[src/hw/rv_isa_pkg.sv]
package rv_isa_pkg;

    // ----------------------------------------
    // Widths
    // ----------------------------------------
    typedef logic [31:0] xlen_t;
    typedef logic [2:0]  funct3_t;
    typedef logic [6:0]  opcode_t;
    typedef logic [11:0] csr_addr_t;

    // Major opcode of the load group
    localparam opcode_t OPC_LOAD = 7'b0000011;

    // Load and store width codes
    localparam funct3_t LB  = 3'b000;
    localparam funct3_t LH  = 3'b001;
    localparam funct3_t LW  = 3'b010;
    localparam funct3_t LBU = 3'b100;
    localparam funct3_t LHU = 3'b101;
    localparam funct3_t SB  = 3'b000;
    localparam funct3_t SH  = 3'b001;
    localparam funct3_t SW  = 3'b010;

    // Zicsr operations
    localparam funct3_t CSRRW  = 3'b001;
    localparam funct3_t CSRRS  = 3'b010;
    localparam funct3_t CSRRC  = 3'b011;
    localparam funct3_t CSRRWI = 3'b101;
    localparam funct3_t CSRRSI = 3'b110;
    localparam funct3_t CSRRCI = 3'b111;

    // Machine-mode CSRs implemented by the bank
    localparam csr_addr_t MTVEC    = 12'h305;
    localparam csr_addr_t MSCRATCH = 12'h340;
    localparam csr_addr_t MEPC     = 12'h341;
    localparam csr_addr_t MCAUSE   = 12'h342;

endpackage

[src/hw/csr_bank.sv]
`timescale 1ns/1ps

module csr_bank (
    input  logic                  clk,
    input  logic                  rst_n,
    input  rv_isa_pkg::csr_addr_t addr_i,
    input  logic                  we_i,
    input  rv_isa_pkg::xlen_t     wdata_i,
    output rv_isa_pkg::xlen_t     rdata_o
);
    import rv_isa_pkg::*;

    xlen_t mscratch_q;
    xlen_t mtvec_q;
    xlen_t mepc_q;
    xlen_t mcause_q;

    // Zero-cycle read where unknown addresses give zero
    always_comb begin
        case (addr_i)
            MSCRATCH: rdata_o = mscratch_q;
            MTVEC:    rdata_o = mtvec_q;
            MEPC:     rdata_o = mepc_q;
            MCAUSE:   rdata_o = mcause_q;
            default:  rdata_o = '0;
        endcase
    end

    // ----------------------------------------
    // Write port
    // ----------------------------------------
    always_ff @(posedge clk or negedge rst_n) begin
        if (!rst_n) begin
            mscratch_q <= '0;
            mtvec_q    <= '0;
            mepc_q     <= '0;
            mcause_q   <= '0;
        end else if (we_i) begin
            case (addr_i)
                MSCRATCH: mscratch_q <= wdata_i;
                // Mode field bit 1 is reserved
                MTVEC:    mtvec_q    <= {wdata_i[31:2], 1'b0, wdata_i[0]};
                // Without compressed instructions mepc stays word aligned
                MEPC:     mepc_q     <= {wdata_i[31:2], 2'b00};
                MCAUSE:   mcause_q   <= wdata_i;
                default:  mscratch_q <= mscratch_q;
            endcase
        end
    end

endmodule

[config.mk]
export PLATFORM = sky130hd
export DESIGN_NAME = csr_bank
export DESIGN_NICKNAME = d
export VERILOG_FILES = /design/src/hw/rv_isa_pkg.sv /design/src/hw/csr_bank.sv
export SDC_FILE = /design/constraint.sdc
export NUM_CORES = 1
export LEC_CHECK = 0
export BUFFER_PORTS_ARGS = -buffer_cell sky130_fd_sc_hd__buf_2
export CAP_MARGIN = 40
export CORE_UTILIZATION = 40
export DETAILED_ROUTE_END_ITERATION = 8
export GPL_ROUTABILITY_DRIVEN = 0
export PLACE_DENSITY = 0.72
export SLEW_MARGIN = 10
export SYNTH_ARGS = -nofsm -noshare
export SYNTH_HDL_FRONTEND = slang
export SYNTH_SLANG_ARGS = --single-unit
[constraint.sdc]
create_clock -name clk -period 1.3 [get_ports clk]
set_input_delay 0.065 -clock clk [delete_from_list [all_inputs] [get_ports clk]]
set_output_delay 0.065 -clock clk [all_outputs]
set_load 0.03 [all_outputs]
======== Word-level counts from Yosys, hierarchy flattened ========
Cells that the tools add are included.
storage, ports and cells
  bits of input ports ..................... 47
  register bits ........................... 125
operators by class
  reductions and logical operators ........ 4
  muxes and demuxes ....................... 1
  eq/ne operators ......................... 4
operators by type and width
  kind                  number
  $pmux 32 s4           1
  $eq 12x10->1 const B  4
  $reduce_and 2->1      4

======== Longest topological paths before layout ========
Gate-level depths: netlist (run 1).
  depth after elaboration ................. 2
  mapped depth ............................ 5

======== Worst setup path after synthesis (run 1) ========
Ideal clock, no wire load.
  kind .................................... input to output
  start ................................... input port addr_i[1]
  end ..................................... output port rdata_o[8]
  setup slack ............................. -1.224 ns
  arrival time ............................ 2.459 ns
  buffers on the path ..................... 2
  stages .................................. 5
  cells stage by stage .................... buf_2 > and4bb_1 > clkbuf_1 > a222oi_1 > a2111oi_0
between the ends
  longest elaborated chain between the ends .. 2
  elaborated cells on any way between the ends .. 5
  classes of those cells .................. eq/ne (4); mux (1)
RTL lines
  what             line            source
  start, declared  csr_bank.sv:6   input rv_isa_pkg::csr_addr_t addr_i,
  $eq 12x10->1     csr_bank.sv:20  case (addr_i)
  $pmux 32 s4 *    csr_bank.sv:20
  end, declared    csr_bank.sv:9   output rv_isa_pkg::xlen_t rdata_o
Every way passes the cells marked *; elsewhere a longest branch is shown, timed or not.

======== Worst setup path after layout (run 1) ========
  start ................................... register mcause_q[3]
  end ..................................... output port rdata_o[3]
between the ends
  longest elaborated chain between the ends .. 1
RTL lines
  what                    line            source
  start, declared         csr_bank.sv:16  xlen_t mcause_q;
  start signal, assigned  csr_bank.sv:45  MCAUSE: mcause_q <= wdata_i;
  $pmux 32 s4             csr_bank.sv:20
No other way between the ends.

==> impl_metrics.ini, run 1 <==
[timing]
skew_ns = 0
drv_slew = 0
worst_pin_slew_ns = 0.658
max_freq_ghz = 0.511
period_share_pct = 151
worst_slack_ns = -0.657
setup_viol = 118
rsz0062_at_grt = true
slew_headroom_pct = 56.1
holdWs_ns = 0.130
layout_min_cycle_time_ns = 1.96
finalHoldViolations = 0
tns_ns = -23.88

[cells_and_area]
final_nets = 649
n_antenna_cell = 0
drive_gt1_share_pct = 68.0
n_fill_cell = 984
register_area_mm2 = 0.00313
area_growth_pct = 57.9
multi_input_area_mm2 = 0.00302

[clock_tree]
insertion_delay_ns = 0.41
cts_buffers = 17
cts_buffer_depth = 2
clock_sinks = 125
cts_tree = yes
cts_max_level = 4
ctsRootBufferMaster = clkbuf_16
path_clk_slew_ns = 0.06

[detailed_routing]
drc_errors = 0
finalWirelength_um = 17100
drt_iter0_markers = 304
viasPerCell = 5.50
drtPass1Iterations = 5
ant_nets = 0
vias = 4373
routedWlPerCell_um = 21.5

[logic_synthesis]
synth_area_leaders = dfrtp_1 55%, mux2_2 28%, a222oi_1 3.9%
synth.most_common_cell = mux2_2
synth_flop_cell = dfrtp_1
synth.distinct_cells = 25
synthArstFlopShare_pct = 100
ys_ff_latch = 125
synth_area_mm2 = 0.00568
synth.top_cells.by_count = 142 x mux2_2, 125 x dfrtp_1, 22 x a222oi_1, 21 x nor2_1, 15 x clkbuf_1
yosys_warnings = 0
yosys.area.top_type = dfrtp_1
syn_inst = 399
synth_nets = 446
synth-edff-count = 0
synth_top_area_share_pct = 55.1
yosysSeqAreaShare_pct = 55.1
synth.avg_cell_area_um2 = 14.2

[floorplan]
dieHeight_um = 121
rows = 43
start_util_pct = 40.9
fp.dieArea_mm2 = 0.0147
io_pins = 79
die_x_um = 121
floorplan.core_area_mm2 = 0.0139

[global_routing]
grt_pass1_vias = 4903
grt_max_degree = 37
grtUsageTotal_pct = 24.7
grt_busiest_layer = met2
antenna_found_initial = 0
gr-usage-met3_pct = 6.02
use_met1_pct = 29.3
grt_pass1_wl_um = 26800
gr-total-overflow = 0
gr-usage-met2_pct = 43.2

[power_and_ir_drop]
p_seq_share_pct = 42.2
p_switching_mw = 2.19
intPower_mw = 7.10
power_density_mw_per_mm2 = 1040
p_comb_share_pct = 6.2
ir_drop_mv = 0.846
sw_frac_of_total_pct = 23.6
power_frac_clock_pct = 51.6
power_leakage_nw = 4.29

[critical_path]
cp.depth = 4
crit_buf_inv = 1
cp_max_fo = 2
crit_slowest_cell = a222oi_1
cp.required_ns = 1.24
end_kind = output port
cp-start-kind = flip-flop
cp.arrival_ns = 1.89
crit_chain = mux2_4 -> a222oi_1 -> nor2_2 -> buf_6
r2r_cells = 3
timing_worst_setup_path_type = reg -> out
cp_top_family = compound AO/OA/AOI/OAI gates
cpPeakStageDelay_ns = 0.58

[hold_path]
hp-class = in -> async

[outcome]
status = finished with violations
violations = setup timing

[flow_run]
maxCapViolCount = 0

[placement]
io_buffers = 78
dp_hpwl_um = 9650
-- cells in the final DEF (no fill, tap or decap), drive strengths merged --
cell type / instances
a2111oi: 2
a21oi: 9
a222oi: 22
a22oi: 9
and3b: 1
and4bb: 2
buf: 178
bufinv: 2
clkbuf: 19
clkinv: 4
clkinvlp: 2
dfrtp: 125
dlygate4sd3: 33
inv: 7
mux2: 156
mux2i: 1
nand2: 10
nand2b: 1
nand4: 2
nor2: 21
nor3: 1
nor3b: 1
nor4: 2
nor4b: 2
or3b: 1
or4b: 2
-- stage by stage --
step / power [mW] / cell area (um2) / util (%) / worst slack, ns / std cells
global placement: 4.41 / 7010 / 50.5 / -0.543 / 694
finish: 9.29 / 8970 / 64.6 / -0.657 / 795
detailed placement: 4.43 / 7010 / 50.5 / -0.596 / 694
CTS: 9.32 / 8820 / 63.6 / -0.565 / 780
global route: 9.57 / 8970 / 64.6 / -0.707 / 795
floorplan: 4.10 / 6000 / - / -0.404 / 399
-- cell families (layout without fill, tap and decap cells) --
group | after synthesis | in the layout | share of synthesized area [%]
AOI/OAI and AO/OA | 42 | 42 | 6.17
and+or+nand+nor | 46 | 46 | 4.89
buffers and inverters | 29 | 245 | 2.80
DFF | 125 | 125 | 55.1
muxes | 157 | 157 | 31.1
-- power by group through the flow --
stage          clock [mW]  sequential [mW]  combinational, mW
3_5_place_dp            0             3.99              0.442
5_1_grt              5.03             3.92              0.620
2_1_floorplan           0             3.99              0.116
4_1_cts              4.85             3.92              0.554
6_report             4.80             3.92              0.575
3_3_place_gp            0             3.99              0.426
-- sequential cells by signal (all words and copies together), names as in the netlist --
register    flops
mcause_q       32
mscratch_q     32
mtvec_q        31
mepc_q         30
-- worst paths after layout --
path	slack, ns	from	endpoint
worst min register to register	0.51	mtvec_q[14]	mtvec_q[14]
worst max register to register	0.27	mcause_q[29]	mcause_q[29]
worst min-delay path	0.13	rst_n	mtvec_q[25]
worst max-delay path	-0.66	mcause_q[3]	rdata_o[3]
min in group clk	0.42	addr_i[7]	mscratch_q[18]
max in group asynchronous	0.62	rst_n	mscratch_q[4]
-- routing by layer --
| layer | share of wire, % | vias to the layer above | wire length (um) |
|---|---|---|---|
| li1 | - | 1913 | - |
| met1 | 42 | 2266 | 7110 |
| met2 | 51 | 157 | 8710 |
| met3 | 4.8 | 37 | 826 |
| met4 | 2.7 | 0 | 465 |
| met5 | 0 | - | 0 |
-- repair_timing --
item	in CTS	in global routing
resized for setup	160	26
setup endpoints to repair	110	155
cloned	6	2
hold buffers	33	0
buffers inserted	15	19
pin swaps	22	29
hold endpoints to repair	250	0
-- area by class of cell --
class / count / share of cell area (%)
Timing Repair Buffer: 212 / 22.2
Clock inverter: 14 / 1.76
Clock buffer: 18 / 4.90
Sequential cell: 125 / 34.9
Multi-Input combinational cell: 245 / 33.7
Inverter: 1 / 0.0418
Tap cell: 180 / 2.51
-- worst register-to-register path: stages (launching register included) --
cell	delay, ns
dfrtp_1	0.38
buf_4	0.13
buf_4	0.13
mux2_4	0.27
(Power assumes the default switching activity.)
==> run 2: changes to the inputs <==
- CTS_BUF_LIST: default -> sky130_fd_sc_hd__clkbuf_4 sky130_fd_sc_hd__clkbuf_8
- PLACE_DENSITY: 0.72 -> default
==> run 2 against run 1 <==
  * The flow still finishes with violations (setup timing)
  * Design area down 5.1%
  * Combinational power decreased by 3%
  * Fmax up 2.0%
  * Largest power group is now registers
  * Utilization decreased by 3.3 points
  * Die area did not move
  * Non-clock buffer count shrank 17
  * Clock skew did not move
  * Sequential share of layout area increased by 1.9 points
  * Routed wire length shrank 11%
  * Global-route usage fell by 2.5 points
==> impl_metrics.ini, run 2 (same netlist as run 1, synthesis figures left out) <==
[outcome]
status = finished with violations
violations = setup timing

[clock_tree]
insertion_delay_ns = 0.43
cts_tree = yes
clock_sinks = 125
cts_buffer_depth = 2
ctsRootBufferMaster = clkbuf_8
path_clk_slew_ns = 0.07
cts_buffers = 17
cts_max_level = 4

[placement]
io_buffers = 78
dp_hpwl_um = 9360
dp_slack_ns = -0.611

[floorplan]
die_x_um = 121
fp.dieArea_mm2 = 0.0147
start_util_pct = 40.9
io_pins = 79
floorplan.core_area_mm2 = 0.0139
dieHeight_um = 121
rows = 43

[timing]
setup_viol = 96
worst_slack_ns = -0.619
period_share_pct = 148
drv_slew = 0
layout_min_cycle_time_ns = 1.92
holdWs_ns = 0.0643
worst_pin_slew_ns = 0.486
slew_headroom_pct = 67.6
max_freq_ghz = 0.521
rsz0062_at_grt = true
finalHoldViolations = 0
tns_ns = -21.49
skew_ns = 0

[detailed_routing]
vias = 4135
viasPerCell = 5.34
finalWirelength_um = 15200
wl_met1_um = 6780
routed-wl-met3_um = 590
drt_iter0_markers = 223
met2_length_um = 7630
drtPass1Iterations = 5
drc_errors = 0
routed.top_layer = met4
ant_nets = 0
routedWlPerCell_um = 19.7

[critical_path]
end_kind = output port
timing_worst_setup_path_type = reg -> out
cp.arrival_ns = 1.85
cp_max_fo = 2
cp.required_ns = 1.24
cp-start-kind = flip-flop

[global_routing]
antenna_found_initial = 1
grt_pass1_vias = 4552
grtUsageTotal_pct = 22.2
grt_pass1_wl_um = 24300
gr-total-overflow = 0
grt_max_degree = 59

[cells_and_area]
drive_gt1_share_pct = 66.9
largestRegisters = mcause_q x32, mscratch_q x32, mtvec_q x31
n_fill_cell = 1088
final_cell_mix = 125 x dfrtp_1, 84 x mux2_4, 72 x mux2_2
final_nets = 632
final_common_cell = dfrtp_1
area_growth_pct = 49.9

[power_and_ir_drop]
p_seq_share_pct = 52.8
p_switching_mw = 1.67
finalPower_mw = 7.42
power_frac_clock_pct = 39.7
ir_drop_mv = 0.701
power_density_mw_per_mm2 = 871
p_comb_share_pct = 7.5
sw_frac_of_total_pct = 22.5
intPower_mw = 5.75
power_leakage_nw = 4.04

[hold_path]
hp-class = in -> async

[flow_run]
maxCapViolCount = 0
[run 2: changes by cell type in the layout (fill, tap and decap cells not counted), moves of 3 or more]
cell | before | now
buf_4 | 73 | 65
inv_6 | 5 | 0
buf_6 | 46 | 43
buf_16 | 3 | 0
clkbuf_8 | 1 | 22
clkbuf_4 | 0 | 3
clkbuf_16 | 18 | 0
[run 2: path summary, 6_finish.rpt]
check / to / slack [ns] / start / depth (start not counted)
max in group asynchronous: mtvec_q[16] / 0.63 / rst_n / 3
worst min register to register: mepc_q[20] / 0.51 / mepc_q[20] / 1
worst min-delay path: mscratch_q[9] / 0.06 / rst_n / 2
worst max register to register: mscratch_q[0] / 0.41 / mscratch_q[0] / 2
min in group clk: mscratch_q[27] / 0.39 / addr_i[5] / 6
worst max-delay path: rdata_o[8] / -0.62 / mscratch_q[8] / 5
[run 2: area by class of cell]
cell class	instances	area [um2]	share of cell area, %
Clock inverter	2	10.0	0.118
Clock buffer	25	325	3.82
Antenna cell	1	2.50	0.0294
Tap cell	180	225	2.64
Multi-Input combinational cell	245	3030	35.6
Inverter	1	3.75	0.0441
Timing Repair Buffer	195	1790	21.0
Sequential cell	125	3130	36.7
[run 2: repair_timing]
| item | CTS | global route |
|---|---|---|
| resized for setup | 158 | 34 |
| setup buffers | 12 | 13 |
| endpoints found under the hold margin | 250 | 0 |
| pin swaps | 30 | 22 |
| setup endpoints to repair | 96 | 96 |
| hold buffers | 33 | 0 |
| gates cloned | 4 | 0 |
[run 2: power by group through the flow]
| stage | sequential [mW] | clock [mW] | combinational [mW] |
|---|---|---|---|
| detailed placement | 3.99 | 0 | 0.423 |
| finish | 3.92 | 2.95 | 0.556 |
| global placement | 3.99 | 0 | 0.410 |
| floorplan | 3.99 | 0 | 0.116 |
| global route | 3.91 | 3.20 | 0.602 |
| CTS | 3.92 | 3.03 | 0.537 |
[run 2: stage by stage]
| stage | std cells | utilization [%] | instance area, um2 |
|---|---|---|---|
| final | 774 | 61.3 | 8520 |
| after global placement | 688 | 49.9 | 6930 |
| after global routing | 773 | 61.3 | 8510 |
| after CTS | 764 | 60.3 | 8380 |
| after floorplan | 399 | - | 6000 |
| after detailed placement | 688 | 49.9 | 6930 |
[run 2: metal layers]
layer / up-vias / track usage (%)
li1: 1875 / -
met1: 2136 / 27.5
met2: 109 / 37.9
met3: 15 / 5.26
met4: 0 / 7.64
met5: - / 0
[run 2: critical path: stages, from the launching register on]
cell       delay, ns
dfrtp_1         0.39
mux2_4          0.28
a222oi_1        0.34
buf_4           0.19
a2111oi_4       0.03
buf_4           0.19
